**config.mk**
```make
export PLATFORM = sky130hd
export DESIGN_NAME = pkt_sync_top
export DESIGN_NICKNAME = d
export VERILOG_FILES = /design/src/source/pkt_sync_pkg.sv /design/src/source/pkt_sync_top.sv /design/src/source/stream_decoder.sv /design/src/source/stream_sync.sv /design/src/source/sync_stats.sv
export SDC_FILE = /design/constraint.sdc
export NUM_CORES = 1
export LEC_CHECK = 0
export CORE_AREA = 4 4 111 113
export CTS_CLUSTER_SIZE = 20
export DETAILED_ROUTE_END_ITERATION = 8
export DIE_AREA = 0 0 115 117
export DONT_BUFFER_PORTS = 1
export GPL_TIMING_DRIVEN = 0
export PLACE_DENSITY = 0.58
export RECOVER_POWER = 25
export SETUP_SLACK_MARGIN = 0.2
export SLEW_MARGIN = 20
export SYNTH_ARGS = -nofsm -noshare
export SYNTH_HDL_FRONTEND = slang
export SYNTH_SLANG_ARGS = --single-unit
```
**constraint.sdc**
```tcl
create_clock -name clk -period 2.2 [get_ports clk]
set_input_delay 0.44 -clock clk [delete_from_list [all_inputs] [get_ports clk]]
set_output_delay 0.44 -clock clk [all_outputs]
set_load 0.01 [all_outputs]
```
**src/source/pkt_sync_pkg.sv**
```systemverilog
// --------------------------------------------------------------------------
// Packet sync shared definitions
// --------------------------------------------------------------------------

package pkt_sync_pkg;

   // --------------------------------------------------------------------------
   // widths
   // --------------------------------------------------------------------------

   // default stream data width, in bits.
   localparam int DATA_WID = 32;

   // default packet id width, carried in the low bits of tuser.
   localparam int PTR_LEN_DEF = 8;

   // tuser width on both ingress and egress streams.
   localparam int TUSER_WID = 16;

   // width of the statistics counters and the word index.
   localparam int CNT_WID = 16;

   // --------------------------------------------------------------------------
   // tuser field positions
   // --------------------------------------------------------------------------

   // packet id starts at bit 0 of tuser.
   localparam int PID_LSB = 0;

   // --------------------------------------------------------------------------
   // packet framing state
   // --------------------------------------------------------------------------

   // idle waits for the first word of a packet.
   // in_pkt is anywhere after the first accepted word, up to tlast.
   typedef enum logic [0:0] {
      IDLE   = 1'b0,
      IN_PKT = 1'b1
   } pkt_state_e;

endpackage

```
**src/source/pkt_sync_top.sv**
```systemverilog
// --------------------------------------------------------------------------
// Packet stream sync top
// --------------------------------------------------------------------------

`timescale 1ns/1ps

module pkt_sync_top #(
   parameter int DATA_WID = pkt_sync_pkg::DATA_WID,
   parameter int PTR_LEN  = pkt_sync_pkg::PTR_LEN_DEF
) (
   input  logic                            clk,
   input  logic                            arst_n,

   // ingress stream 0, header.
   input  logic                            in0_tvalid,
   output logic                            in0_tready,
   input  logic [DATA_WID-1:0]             in0_tdata,
   input  logic [DATA_WID/8-1:0]           in0_tkeep,
   input  logic                            in0_tlast,
   input  logic [pkt_sync_pkg::TUSER_WID-1:0] in0_tuser,

   // ingress stream 1, payload.
   input  logic                            in1_tvalid,
   output logic                            in1_tready,
   input  logic [DATA_WID-1:0]             in1_tdata,
   input  logic [DATA_WID/8-1:0]           in1_tkeep,
   input  logic                            in1_tlast,
   input  logic [pkt_sync_pkg::TUSER_WID-1:0] in1_tuser,

   // egress stream 0.
   output logic                            out0_tvalid,
   input  logic                            out0_tready,
   output logic [DATA_WID-1:0]             out0_tdata,
   output logic [DATA_WID/8-1:0]           out0_tkeep,
   output logic                            out0_tlast,
   output logic [pkt_sync_pkg::TUSER_WID-1:0] out0_tuser,

   // egress stream 1.
   output logic                            out1_tvalid,
   input  logic                            out1_tready,
   output logic [DATA_WID-1:0]             out1_tdata,
   output logic [DATA_WID/8-1:0]           out1_tkeep,
   output logic                            out1_tlast,
   output logic [pkt_sync_pkg::TUSER_WID-1:0] out1_tuser,

   // statistics.
   output logic [pkt_sync_pkg::CNT_WID-1:0]   pair_count,
   output logic [pkt_sync_pkg::CNT_WID-1:0]   mismatch_count,
   output logic [pkt_sync_pkg::CNT_WID-1:0]   stall0_count,
   output logic [pkt_sync_pkg::CNT_WID-1:0]   stall1_count,
   output logic                            mismatch_seen
);

   // --------------------------------------------------------------------------
   // internal wiring
   // --------------------------------------------------------------------------

   logic               sop0;
   logic               sop1;
   logic [PTR_LEN-1:0] pid0;
   logic [PTR_LEN-1:0] pid1;
   logic               sop_mismatch;
   logic               pair_fire;
   logic               stall0;
   logic               stall1;

   // decoders watch the gated handshake, so they see only real transfers.
   // word position is not needed here, left open.
   stream_decoder #(.DATA_WID(DATA_WID), .PTR_LEN(PTR_LEN)) dec0 (
      .clk        (clk),
      .arst_n     (arst_n),
      .tvalid     (in0_tvalid),
      .tready     (in0_tready),
      .tlast      (in0_tlast),
      .tuser      (in0_tuser),
      .sop        (sop0),
      .pid        (pid0),
      .word_index ()
   );

   stream_decoder #(.DATA_WID(DATA_WID), .PTR_LEN(PTR_LEN)) dec1 (
      .clk        (clk),
      .arst_n     (arst_n),
      .tvalid     (in1_tvalid),
      .tready     (in1_tready),
      .tlast      (in1_tlast),
      .tuser      (in1_tuser),
      .sop        (sop1),
      .pid        (pid1),
      .word_index ()
   );

   stream_sync #(.DATA_WID(DATA_WID), .PTR_LEN(PTR_LEN)) u_sync (
      .in0_tvalid   (in0_tvalid),   .in0_tready  (in0_tready),
      .in0_tdata    (in0_tdata),    .in0_tkeep   (in0_tkeep),
      .in0_tlast    (in0_tlast),    .in0_tuser   (in0_tuser),
      .in1_tvalid   (in1_tvalid),   .in1_tready  (in1_tready),
      .in1_tdata    (in1_tdata),    .in1_tkeep   (in1_tkeep),
      .in1_tlast    (in1_tlast),    .in1_tuser   (in1_tuser),
      .out0_tvalid  (out0_tvalid),  .out0_tready (out0_tready),
      .out0_tdata   (out0_tdata),   .out0_tkeep  (out0_tkeep),
      .out0_tlast   (out0_tlast),   .out0_tuser  (out0_tuser),
      .out1_tvalid  (out1_tvalid),  .out1_tready (out1_tready),
      .out1_tdata   (out1_tdata),   .out1_tkeep  (out1_tkeep),
      .out1_tlast   (out1_tlast),   .out1_tuser  (out1_tuser),
      .sop0         (sop0),         .sop1        (sop1),
      .pid0         (pid0),         .pid1        (pid1),
      .sop_mismatch (sop_mismatch), .pair_fire   (pair_fire),
      .stall0       (stall0),       .stall1      (stall1)
   );

   sync_stats u_stats (
      .clk            (clk),
      .arst_n         (arst_n),
      .pair_fire      (pair_fire),
      .sop_mismatch   (sop_mismatch),
      .stall0         (stall0),
      .stall1         (stall1),
      .pair_count     (pair_count),
      .mismatch_count (mismatch_count),
      .stall0_count   (stall0_count),
      .stall1_count   (stall1_count),
      .mismatch_seen  (mismatch_seen)
   );

endmodule

```
**src/source/stream_decoder.sv**
```systemverilog
// --------------------------------------------------------------------------
// Stream packet decoder
// --------------------------------------------------------------------------

`timescale 1ns/1ps

module stream_decoder #(
   parameter int DATA_WID = pkt_sync_pkg::DATA_WID,
   parameter int PTR_LEN  = pkt_sync_pkg::PTR_LEN_DEF
) (
   input  logic                            clk,
   input  logic                            arst_n,

   // observed ingress handshake, tready is the gated one.
   input  logic                            tvalid,
   input  logic                            tready,
   input  logic                            tlast,
   input  logic [pkt_sync_pkg::TUSER_WID-1:0] tuser,

   // framing status.
   output logic                            sop,
   output logic [PTR_LEN-1:0]              pid,
   output logic [pkt_sync_pkg::CNT_WID-1:0]   word_index
);

   import pkt_sync_pkg::*;

   // --------------------------------------------------------------------------
   // elaboration checks
   // --------------------------------------------------------------------------

   // the id field must fit inside tuser.
   if (PID_LSB + PTR_LEN > TUSER_WID) begin : g_bad_ptr_len
      $error("stream_decoder: PTR_LEN %0d does not fit in tuser", PTR_LEN);
   end

   // streams are byte based, tkeep is one bit per byte.
   if ((DATA_WID % 8) != 0) begin : g_bad_data_wid
      $error("stream_decoder: DATA_WID %0d is not a whole number of bytes", DATA_WID);
   end

   // --------------------------------------------------------------------------
   // framing state
   // --------------------------------------------------------------------------

   pkt_state_e          state;
   pkt_state_e          state_nxt;
   logic                accept;
   logic [CNT_WID-1:0]  word_cnt;

   // a word moves only when both sides of the handshake agree.
   assign accept = tvalid && tready;

   always_comb begin
      state_nxt = state;
      if (accept) begin
         // tlast closes the packet, anything else keeps us inside one.
         if (tlast) begin
            state_nxt = IDLE;
         end else begin
            state_nxt = IN_PKT;
         end
      end
   end

   always_ff @(posedge clk or negedge arst_n) begin
      if (!arst_n) begin
         state <= IDLE;
      end else begin
         state <= state_nxt;
      end
   end

   // the next word seen in idle is a packet start.
   assign sop = (state == IDLE);

   // --------------------------------------------------------------------------
   // packet id and word position
   // --------------------------------------------------------------------------

   // id rides in the low field of tuser on every word.
   assign pid = tuser[PID_LSB +: PTR_LEN];

   // counts accepted words of the current packet.
   // held at its top value on very long packets.
   always_ff @(posedge clk or negedge arst_n) begin
      if (!arst_n) begin
         word_cnt <= '0;
      end else if (accept) begin
         if (tlast) begin
            word_cnt <= '0;
         end else if (word_cnt != {CNT_WID{1'b1}}) begin
            word_cnt <= word_cnt + 1'b1;
         end
      end
   end

   // position of the word now on the bus, 0 at start of packet.
   assign word_index = word_cnt;

endmodule

```
**src/source/stream_sync.sv**
```systemverilog
// --------------------------------------------------------------------------
// Start of packet stream sync
// --------------------------------------------------------------------------

`timescale 1ns/1ps

module stream_sync #(
   parameter int DATA_WID = pkt_sync_pkg::DATA_WID,
   parameter int PTR_LEN  = pkt_sync_pkg::PTR_LEN_DEF
) (
   // ingress stream 0, header.
   input  logic                            in0_tvalid,
   output logic                            in0_tready,
   input  logic [DATA_WID-1:0]             in0_tdata,
   input  logic [DATA_WID/8-1:0]           in0_tkeep,
   input  logic                            in0_tlast,
   input  logic [pkt_sync_pkg::TUSER_WID-1:0] in0_tuser,

   // ingress stream 1, payload.
   input  logic                            in1_tvalid,
   output logic                            in1_tready,
   input  logic [DATA_WID-1:0]             in1_tdata,
   input  logic [DATA_WID/8-1:0]           in1_tkeep,
   input  logic                            in1_tlast,
   input  logic [pkt_sync_pkg::TUSER_WID-1:0] in1_tuser,

   // egress stream 0.
   output logic                            out0_tvalid,
   input  logic                            out0_tready,
   output logic [DATA_WID-1:0]             out0_tdata,
   output logic [DATA_WID/8-1:0]           out0_tkeep,
   output logic                            out0_tlast,
   output logic [pkt_sync_pkg::TUSER_WID-1:0] out0_tuser,

   // egress stream 1.
   output logic                            out1_tvalid,
   input  logic                            out1_tready,
   output logic [DATA_WID-1:0]             out1_tdata,
   output logic [DATA_WID/8-1:0]           out1_tkeep,
   output logic                            out1_tlast,
   output logic [pkt_sync_pkg::TUSER_WID-1:0] out1_tuser,

   // framing from the decoders.
   input  logic                            sop0,
   input  logic                            sop1,
   input  logic [PTR_LEN-1:0]              pid0,
   input  logic [PTR_LEN-1:0]              pid1,

   // status strobes for the stats block.
   output logic                            sop_mismatch,
   output logic                            pair_fire,
   output logic                            stall0,
   output logic                            stall1
);

   // --------------------------------------------------------------------------
   // alignment and gating
   // --------------------------------------------------------------------------

   logic aligned;
   logic id_match;
   logic release_ok;
   logic gate0;
   logic gate1;

   // both streams show a valid first word in the same cycle.
   assign aligned  = sop0 && in0_tvalid && sop1 && in1_tvalid;
   assign id_match = (pid0 == pid1);

   // a pair leaves only when it matches and both egress sides take it.
   // a low tready on either side keeps both first words back.
   assign release_ok = aligned && id_match && out0_tready && out1_tready;

   // mid packet each gate stays open, so the stream follows its own tready.
   assign gate0 = !sop0 || release_ok;
   assign gate1 = !sop1 || release_ok;

   // differing ids at an aligned start never release, streams stay parked.
   assign sop_mismatch = aligned && !id_match;

   // both first words move on this edge.
   assign pair_fire = release_ok;

   // a stream waits at its start word.
   assign stall0 = sop0 && in0_tvalid && !gate0;
   assign stall1 = sop1 && in1_tvalid && !gate1;

   // --------------------------------------------------------------------------
   // stream 0 handshake and data
   // --------------------------------------------------------------------------

   assign out0_tvalid = in0_tvalid && gate0;
   assign in0_tready  = out0_tready && gate0;

   // payload passes straight through.
   assign out0_tdata  = in0_tdata;
   assign out0_tkeep  = in0_tkeep;
   assign out0_tlast  = in0_tlast;
   assign out0_tuser  = in0_tuser;

   // --------------------------------------------------------------------------
   // stream 1 handshake and data
   // --------------------------------------------------------------------------

   assign out1_tvalid = in1_tvalid && gate1;
   assign in1_tready  = out1_tready && gate1;

   assign out1_tdata  = in1_tdata;
   assign out1_tkeep  = in1_tkeep;
   assign out1_tlast  = in1_tlast;
   assign out1_tuser  = in1_tuser;

endmodule

```
**src/source/sync_stats.sv**
```systemverilog
// --------------------------------------------------------------------------
// Sync statistics counters
// --------------------------------------------------------------------------

`timescale 1ns/1ps

module sync_stats (
   input  logic                          clk,
   input  logic                          arst_n,

   // event strobes from the sync stage.
   input  logic                          pair_fire,
   input  logic                          sop_mismatch,
   input  logic                          stall0,
   input  logic                          stall1,

   // statistics.
   output logic [pkt_sync_pkg::CNT_WID-1:0] pair_count,
   output logic [pkt_sync_pkg::CNT_WID-1:0] mismatch_count,
   output logic [pkt_sync_pkg::CNT_WID-1:0] stall0_count,
   output logic [pkt_sync_pkg::CNT_WID-1:0] stall1_count,
   output logic                          mismatch_seen
);

   import pkt_sync_pkg::*;

   // --------------------------------------------------------------------------
   // saturating increment
   // --------------------------------------------------------------------------

   // bumps cnt by one when ev is set, sticks at all ones.
   function automatic logic [CNT_WID-1:0] sat_inc(
      input logic [CNT_WID-1:0] cnt,
      input logic               ev
   );
      logic [CNT_WID-1:0] res;
      res = cnt;
      if (ev && (cnt != {CNT_WID{1'b1}})) begin
         res = cnt + 1'b1;
      end
      return res;
   endfunction

   // --------------------------------------------------------------------------
   // counters
   // --------------------------------------------------------------------------

   // each count shows its event one cycle after the strobe.
   always_ff @(posedge clk or negedge arst_n) begin
      if (!arst_n) begin
         pair_count     <= '0;
         mismatch_count <= '0;
         stall0_count   <= '0;
         stall1_count   <= '0;
      end else begin
         pair_count     <= sat_inc(pair_count, pair_fire);
         // one count per cycle of mismatch, not per packet.
         mismatch_count <= sat_inc(mismatch_count, sop_mismatch);
         stall0_count   <= sat_inc(stall0_count, stall0);
         stall1_count   <= sat_inc(stall1_count, stall1);
      end
   end

   // --------------------------------------------------------------------------
   // sticky mismatch flag
   // --------------------------------------------------------------------------

   // set on the first mismatch, cleared only by reset.
   always_ff @(posedge clk or negedge arst_n) begin
      if (!arst_n) begin
         mismatch_seen <= 1'b0;
      end else if (sop_mismatch) begin
         mismatch_seen <= 1'b1;
      end
   end

endmodule
```
== Yosys cells after proc, flatten, opt, wreduce, memory -nomap -nowiden ==
Index checks and enable logic that the tools add are counted.
Storage, ports and cells
  flip-flop bits (word level): 67
  output and inout bits: 175
  input port bits: 112
Operators by class
  $add $sub $neg: 4
  eq/ne operators: 5
  multiplexer cells: 2
  reduce and logical (&&, ||, !) cells: 25
  bitwise gates (word level): 2
Operators with widths (count)
  $add 16x1->16 const B: 4
  $ne 16x16->1 const B: 4
  $logic_and 1x1->1: 20
  $eq 8x8->1: 1
  $logic_not 1->1: 3
  $logic_or 1x1->1: 2
  $mux 1: 2
  $not 1->1: 2

== Logic depth before layout (Yosys ltp) ==
Gate-level depths: netlist of the first run.
  depth in word-level cells: 11
  gate-level depth with buffers: 7
  gate-level depth less buffers: 6

== By module ==
A second synthesis of the first run with hierarchy kept.
Second synthesis, totals
  cell total of the unflattened synthesis: 656
  area total of the unflattened synthesis: 6144.6 µm²
Modules (own cells, without submodules)
  sync_stats: cells an instance 280, area an instance 3017.9 µm², instances 1, sequential area each 1626.6 µm²
  stream_decoder: cells an instance 120, area an instance 1068.5 µm², instances 2, sequential area each 425.4 µm²
  stream_sync: cells an instance 136, area an instance 989.7 µm², instances 1, sequential area each 0.0 µm²

== Least setup slack after synthesis of the first run ==
No wires, ideal clock.
  path type: input-to-output
  start: input in1_tuser[4] in the netlist's numbering
  end: output in0_tready
  slack: 0.136 ns
  data required time: 1.760 ns
  arrival: 1.624 ns
  cell stages on the path: 6
  cells stage by stage: xnor2_1 > nand4_1 > nor3_1 > clkbuf_1 > nor2_1 > nor2b_1
Between the ends
  word-level cells in the longest chain between the ends: 6
RTL lines
  start: declaration: line pkt_sync_top.sv:28  | input logic [pkt_sync_pkg::TUSER_WID-1:0] in1_tuser,
  $eq 8x8->1: line stream_sync.sv:68  | assign id_match = (pid0 == pid1);
  $logic_and 1x1->1 (3 in series): line stream_sync.sv:72  | assign release_ok = aligned && id_match && out0_tready && out1_tready;
  $logic_or 1x1->1: line stream_sync.sv:75  | assign gate0 = !sop0 || release_ok;
  $logic_and 1x1->1: line stream_sync.sv:93  | assign in0_tready = out0_tready && gate0;
  end: declaration: line pkt_sync_top.sv:16  | output logic in0_tready,
Every way passes these cells.

== Worst setup path after layout of the first run ==
  start: register dec0.state
  end: output in0_tready
Between the ends
  word-level cells in the longest chain between the ends: 9
RTL lines
  start: declaration: line stream_decoder.sv:46  | pkt_state_e state;
  start signal: assignment: line stream_decoder.sv:70  | state <= state_nxt;
  $not 1->1: line stream_decoder.sv:75  | assign sop = (state == IDLE);
  $logic_and 1x1->1 (3 in series): line stream_sync.sv:67  | assign aligned = sop0 && in0_tvalid && sop1 && in1_tvalid;
  $logic_and 1x1->1 (3 in series): line stream_sync.sv:72
  $logic_or 1x1->1 *: line stream_sync.sv:75
  $logic_and 1x1->1 *: line stream_sync.sv:93
Mark *: on every way between the ends. The rest lies on a longest branch, timed or not.

==> results.txt, run 1 <==
The fraction of the mapped netlist area in compound gates was 0.00810. The total clock buffers created by CTS is 9, and the largest clock skew in the final design is 8.44 ps. Summed over all layers, the global routing overflow is 0.

For the max-slew violation count, the log shows 0. STA classifies the critical path startpoint as a flop. The final weighted congestion in routability-driven placement is 0.777. Leaving out fill and tap cells, the most frequent cells in the layout are 113 x buf_4, 58 x dfrtp_1, 42 x xor2_1. The run gives 2,915 as the via count of the first global-routing pass. Clock-pin slew was measured on the worst setup and hold paths at 60 ps.

The pre-antenna-repair detailed-routing pass consisted of 4 iterations. The tools report the required time reported for the critical path endpoint as 1760 ps. The tools report the final hold violation count as 67. The total area inside the core boundary comes to 11,300 sq um. The final cell count without fillers was 606; the arrival time at the worst endpoint was 1640 ps.

The global router's overall resource usage came out at 0.145. In this run the critical register-to-register path is captured at u_stats.pair_count[8]. The run gives 0 as the initial antenna violation count. Each instance of the synthesized netlist takes up on average 9.73 sq um. Wires add up to 10,700 microns. The main combinational cell family by area after synthesis is simple AND/OR/NAND/NOR gates. The unique cell type count in the Yosys netlist is 31, and the CTS sink count is 67. Setup violations remaining at the end of the flow were counted as 0. The xor and xnor area share after synthesis was 0.141; the total number of vias was 3,202.

For the final hold slack, the log shows -207 ps. The net count of the finished layout is 574. Worst-case clock buffer depth: 2. Counting every net in the synthesized netlist gives 545. The tools report the number of nets still failing antenna checks after routing as 0. Slowest cell on the critical path: dfrtp_1. The power density over the cells came out at 818 nW/um^2.

In this run the critical register-to-register path is launched from dec0.state. For the finished layout, the period the worst path requires is 2080 ps. The number of DRC markers in iteration 0 is 158, and the headroom to the max-slew limit is 0.534. Buffers placed on the I/O ports in this run total 0. The tools report the maximum number of pins on one net before global-route repair as 68.

In the final routed layout, each cell accounts on average for 17.7 microns. The die covers 13,500 sq um. The final critical-path share of the clock period was 0.946. The synthesized-area fraction occupied by adder cells was 0.0120; the die span in y was 117 microns. The first global-routing pass estimated 15,100 microns of wire. The final core utilization is 0.443, and the post-detailed-route via-to-cell ratio is 5.28.

Counting flops and latches in the post-synthesis netlist gives 67. For the worst-skew pair, the clock arrives at the later sink with an insertion delay of 340 ps. The mux cell area share after synthesis was 0.0135; the number of max-capacitance violations reported was 0. The synthesis-to-finish area growth works out to 20.3%. The worst path buffer plus inverter count was 1; the fraction of final layout cells with drive strength greater than 1 was 0.382. The category of the most critical setup path is flop to output pin. The slew at the pin closest to its max-slew limit came out at 693 ps. The flow ran to the end, but the final reports show violations. During synthesis, Yosys emitted a total of 0 warnings.

The worst-case reg-to-reg path depth is 7. The maximum cell stage delay along the critical path came out at 380 ps. In this run the worst hold path is classified as primary input to async pin.

The final reports fail on hold timing. After routing, the total negative slack on setup checks comes to 0 ps. Setup slack on the worst reg-to-reg path comes out at 170 ps.

The run gives 0 as the final antenna diode count. Leaving out fill and tap cells, the most frequent cell in the layout is buf_4. Measured along the x axis, the die boundary spans 115 microns.

In this run the clock root is driven by a clkbuf_16. Across the VDD grid, the largest voltage drop is 0.527 mV. After technology mapping, the gate count stands at 429. Sort of element at the end of the critical path: an output pin. For this design the static power due to leakage is 0.00232 uW. The sum of net half-perimeters after detailed placement was 7960 microns. The starting utilization of the core area is 0.369, and the top fanout value on the critical path is 4. In this run the count of I/O pins placed on the die edge is 287.

The simple-gate share of the synthesized area is 0.217. TritonCTS built the clock tree. The DRC violations left came out at 0. For the top achievable clock speed, the log shows 0.481 GHz.

The H-tree was split into 3 levels. Setup repair after global routing could not meet its margin everywhere. Among cell families on the critical path, the largest total delay comes from simple AND/OR/NAND/NOR gates. For the share of the yosys chip area belonging to registers, the log shows 0.402. The run gives 39 as the number of placement rows. The number of placed instances, taps included, is 572. Traced cell by cell, the critical path runs through and2b_2, nand4_1, nor3_4, buf_8, nor2_4, nor2b_4. After synthesis the cells add up to 4170 sq um.
-- routing by layer --
| metal | track usage | wire [microns] | vias to the layer above | part of all wire |
|---|---|---|---|---|
| met3 | 0.0643 | 1170 | 17 | 0.11 |
| met1 | 0.169 | 3940 | 1536 | 0.37 |
| met5 | 0 | 0 | - | 0 |
| met4 | 0.0532 | 189 | 0 | 0.018 |
| li1 | - | - | 1448 | - |
| met2 | 0.236 | 5440 | 201 | 0.51 |
-- power breakdown --
part           total, uW  switching [uW]  internal (uW)
Clock               1600             545           1050
Sequential          1870             421           1450
Combinational        636             292            344
-- state kept, by name (all words and copies together), names as in the netlist --
| name | count |
|---|---|
| u_stats.mismatch_count | 16 |
| u_stats.pair_count | 16 |
| u_stats.stall0_count | 16 |
| u_stats.stall1_count | 16 |
| dec0.state | 1 |
| dec1.state | 1 |
| u_stats.mismatch_seen | 1 |
-- layout make-up --
type | count | area, sq um
fill | 1074 | 6300
multi-input combinational | 243 | 1850
sequential | 67 | 1690
buffer | 114 | 820
clock buffer | 12 | 256
tap | 143 | 179
timing repair buffer | 17 | 128
clock inverter | 4 | 72.6
inverter | 6 | 22.5
-- logic make-up (layout without fill, tap and decap cells) --
group	count (synthesis)	count (layout)
adders and majority gates	4	4
and+or+nand+nor	161	162
xor gates and xnor gates	67	67
DFF	67	67
buffers and inverters	120	153
AOI/OAI and AO/OA	5	5
muxes	5	5
-- through the flow --
| stage | cell area [sq um] | setup WS, ps | total power (uW) |
|---|---|---|---|
| after floorplan | 4170 | 226 | 2330 |
| after global placement | 4350 | -165 | 2490 |
| after detailed placement | 4350 | -145 | 2510 |
| after CTS | 4840 | 29.2 | 4150 |
| after global routing | 5020 | 29.4 | 4320 |
| final | 5020 | 120 | 4100 |
-- worst max-delay path by stage --
stage / cells past startpoint / start / to / slack [ps]
after CTS: 6 / dec0.state / out1_tvalid / 30
final: 6 / dec0.state / in0_tready / 120
after detailed placement: 6 / in1_tuser[0] / in0_tready / -140
after floorplan: 6 / in1_tuser[4] / in0_tready / 230
after global placement: 6 / in1_tuser[0] / in0_tready / -170
after global routing: 6 / dec0.state / in0_tready / 30
-- cells in the mapped netlist --
cell	instances	area share
buf_4	106	0.19
dfrtp_1	67	0.40
xor2_1	42	0.088
nand4_1	32	0.048
xnor2_1	25	0.052
nand3_1	23	0.028
nor3_1	23	0.028
nor4_1	22	0.033
nor2_1	17	0.015
nand2_1	15	0.013
and3_1	7	0.010
clkbuf_1	6	0.0054
inv_1	6	0.0054
mux2_2	5	0.013
nor2b_1	5	0.0075
ha_1	4	0.012
nor3b_1	4	0.0072
and4_1	3	0.0063
a31oi_1	2	0.0030
buf_6	2	0.0054
nand2b_1	2	0.0030
nor4_2	2	0.0060
a211o_1	1	0.0021
and2_1	1	0.0015
and2b_1	1	0.0018
nor2b_4	1	0.0033
o211ai_1	1	0.0018
o21ai_0	1	0.0012
or2b_1	1	0.0018
or3_1	1	0.0015
or4_1	1	0.0018
-- worst register-to-register path, delay by kind of cell, from the launching register on --
kind / cells / cell delay, ps
buffers and inverters: 2 / 330
DFF: 1 / 380
and+or+nand+nor: 4 / 1060
xor gates and xnor gates: 1 / 170
-- timing repair --
action                                  in CTS  in global routing
pin swaps                                    3                  8
endpoints found under the setup margin      34                 38
gates resized for setup                     26                 33
setup buffers                                6                 11
hold endpoints to repair                    67                 67
cloned                                       0                  1
(Power assumes the default switching activity.)
==> run 2, diff against run 1 <==
--- a/config.mk
+++ b/config.mk
@@ -5,13 +5,13 @@
 export SDC_FILE = /design/constraint.sdc
 export NUM_CORES = 1
 export LEC_CHECK = 0
-export CORE_AREA = 4 4 111 113
+export CORE_AREA = 4 4 108 110
 export CTS_CLUSTER_SIZE = 20
 export DETAILED_ROUTE_END_ITERATION = 8
-export DIE_AREA = 0 0 115 117
+export DIE_AREA = 0 0 112 114
 export DONT_BUFFER_PORTS = 1
 export GPL_TIMING_DRIVEN = 0
-export PLACE_DENSITY = 0.58
+export PLACE_DENSITY = 0.6
 export RECOVER_POWER = 25
 export SETUP_SLACK_MARGIN = 0.2
 export SLEW_MARGIN = 20
==> run 2 against run 1 <==
Against the previous run:
- the flow now finishes without violations
- via count fell by 0.12%
- sequential share of layout area rose by 0.79 points
- critical endpoint is now in1_tready
- combinational power rose by 3.9%
- largest cell class unchanged
- critical path type unchanged
==> results.txt, run 2 (same netlist as run 1, synthesis figures left out) <==
The run finished with clean final reports. For the total core area, the log shows 10,700 sq um (-5.5%). Number of nets still failing antenna checks after routing: 0 (unchanged).

The logs give 0 (unchanged) for the final antenna diode count and 577 (+0.52%) for the final layout net count. For the required time reported for the critical path endpoint, the log shows 1760 ps (about the same). For the CTS sink count, the log shows 67 (unchanged). For the number of max-capacitance violations reported, the log shows 0 (unchanged). The total congestion overflow after global routing was 0 (unchanged); the maximum number of pins on one net before global-route repair was 68 (unchanged).

The tree is rooted in a clkbuf_8. The H-tree depth is 3 (unchanged). The sum of net half-perimeters after detailed placement was 8000 microns (+0.48%); the per-cell routed wire length was 17.7 microns (-0.13%).

The clock latency on the worst-skew pair was 350 ps (about the same). TritonCTS built the clock tree. The run gives 0.785 (+1.1%) as the final weighted congestion in routability-driven placement. The DRC violations left was 0 (unchanged); the I/O pin total was 287 (unchanged). The post-detailed-routing wire length was 10,700 microns (-0.13%). Total clock buffers created by CTS: 9 (unchanged). Setup repair after global routing could not meet its margin everywhere. For the number of placement rows, the log shows 38 (-2.6%). The dominant delay contributor by cell family on the critical path was simple AND/OR/NAND/NOR gates. Category of the most critical setup path: flop to output pin. The overall power came out at 3550 uW (-14%). The run gives 0 ps (unchanged) as the sum of negative setup slack. The slowest cell on the critical path is dfrtp_1.

The floorplan die area is 12,800 sq um (-5.1%), and the total of endpoints with negative setup slack in the final report is 0 (unchanged). The tools report the nature of the critical path startpoint as a flop. Horizontal die dimension: 112 microns (-2.6%). The worst path buffer plus inverter count is 1 (unchanged), and the total number of vias is 3,198 (-0.12%). The worst hold path belongs to the class primary input to flop. The most common cell after layout, fill and taps aside is buf_4. Walking the worst path, the cells encountered are and2b_1, nand4_1, nor3_4, buf_8, nor2_4, nor2b_4.

The top cell types in the final layout, fill and taps aside, are 115 x buf_4, 64 x dfrtp_1, 42 x xor2_1. The tools report the leakage power of the design as 0.00227 uW (-2.1%). The die span in y works out to 114 microns (-2.6%). The tools report the headroom to the max-slew limit as 0.364 (-0.170). The power density over the cells is 727 nW/um^2 (-11%), and the largest clock skew in the final design is 9.95 ps (+1.51 ps). The post-detailed-route via-to-cell ratio is 5.28 (-0.12%).

The number of port buffers is 0 (unchanged), and the global router's overall resource usage is 0.154 (+0.00919). The tools report the worst-case clock buffer depth as 2 (unchanged). The via count of the first global-routing pass was 2,969 (+1.9%); the number of detailed-route iterations in the first pass was 4 (unchanged).

The starting utilization of the core area came out at 0.390 (+0.0215). The final hold slack is 169 ps (+376 ps). For the maximum ir drop on the vdd rail, the log shows 0.321 mV (-39%). The sort of element at the end of the critical path was an output pin.

Clock transition time at the flip-flop clock pins of the worst setup and hold paths: 80 ps (+20 ps). The final critical-path required period was 2050 ps (-27.8 ps). The top fanout value on the critical path came out at 4 (unchanged). For the top achievable clock speed, the log shows 0.487 GHz (+1.4%).

The run gives 0.456 (+0.0130) as the final core utilization. The number of DRC markers in iteration 0 was 157 (-0.63%); the fraction of final layout cells with drive strength greater than 1 was 0.363 (-0.0196). The logs give -180 ps (-34.8 ps) for the setup slack after placement and 0 (-100%) for the final hold violation count.

Maximum cell stage delay along the critical path: 380 ps (about the same). The final worst-path setup slack came out at 147 ps (+27.8 ps). The arrival time at the worst endpoint was 1610 ps (-30 ps); the final critical-path share of the clock period was 0.933 (-0.0126). The synthesis-to-finish area growth is 17.0%, and the global-route wire length before repair is 15,600 microns (+3.1%). The max-slew violation count is 0 (unchanged), and the slew at the pin closest to its max-slew limit is 953 ps (+260 ps). The tools report the initial antenna violation count as 0 (unchanged).
[run 2: cell count changes in the layout (fill, tap and decap cells not counted), moves of 2 or more]
| cell | previous run | this run |
|---|---|---|
| buf_4 | 113 | 115 |
| clkbuf_16 | 9 | 0 |
| clkbuf_8 | 2 | 10 |
| clkinv_2 | 1 | 3 |
| dfrtp_1 | 58 | 64 |
| dfrtp_2 | 9 | 3 |
| nand3_1 | 20 | 22 |
| nor2_1 | 12 | 14 |
| nor2_2 | 3 | 0 |
[run 2: through the flow]
step                      area, sq um  cells
after floorplan                  4170    429
after global placement           4350    569
after detailed placement         4350    569
after CTS                        4760    597
after global routing             4880    606
final                            4880    606
[run 2: final timing paths]
check / slack, ps / from / endpoint / depth (start not counted)
worst max-delay path: 150 / dec0.state / in1_tready / 6
worst min-delay path: 170 / in1_tvalid / dec1.state / 1
worst max register to register: 220 / dec0.state / u_stats.pair_count[9] / 7
worst min register to register: 540 / u_stats.stall1_count[0] / u_stats.stall1_count[0] / 1
max in group asynchronous: 710 / arst_n / dec1.state / 2
min in group asynchronous: 800 / arst_n / u_stats.pair_count[7] / 2
[run 2: layout make-up]
type                    instances  area [sq um]
plain buffers                 114           818
clock buffers                  11           141
clock inverters                 5          52.6
fillers                       988          5820
inverters                       6          22.5
multi-input cells             242          1830
flip-flops and latches         67          1680
well taps                     140           175
repair buffers                 21           160
[run 2: repair_timing]
| item | CTS | global route |
|---|---|---|
| hold buffers | 2 | 0 |
| setup buffers | 10 | 9 |
| gates resized for setup | 24 | 23 |
| setup endpoints to repair | 33 | 34 |
| pin swaps | 3 | 9 |
| endpoints found under the hold margin | 67 | 0 |
[run 2: where the power goes]
group | total (uW) | internal [uW] | switching (uW) | leakage, uW
Sequential | 1850 | 1440 | 414 | 0.000847
Clock | 1030 | 549 | 482 | 0.0000991
Combinational | 661 | 349 | 312 | 0.00133
[run 2: metal layers]
metal  vias to the layer above  global-route usage  share of wire  routed length [microns]
met4                         0              0.0753          0.018                      190
met2                       205               0.264           0.51                     5510
li1                       1452                   -              -                        -
met1                      1528               0.171           0.36                     3860
met5                         -                   0              0                        0
met3                        13              0.0531           0.11                     1170
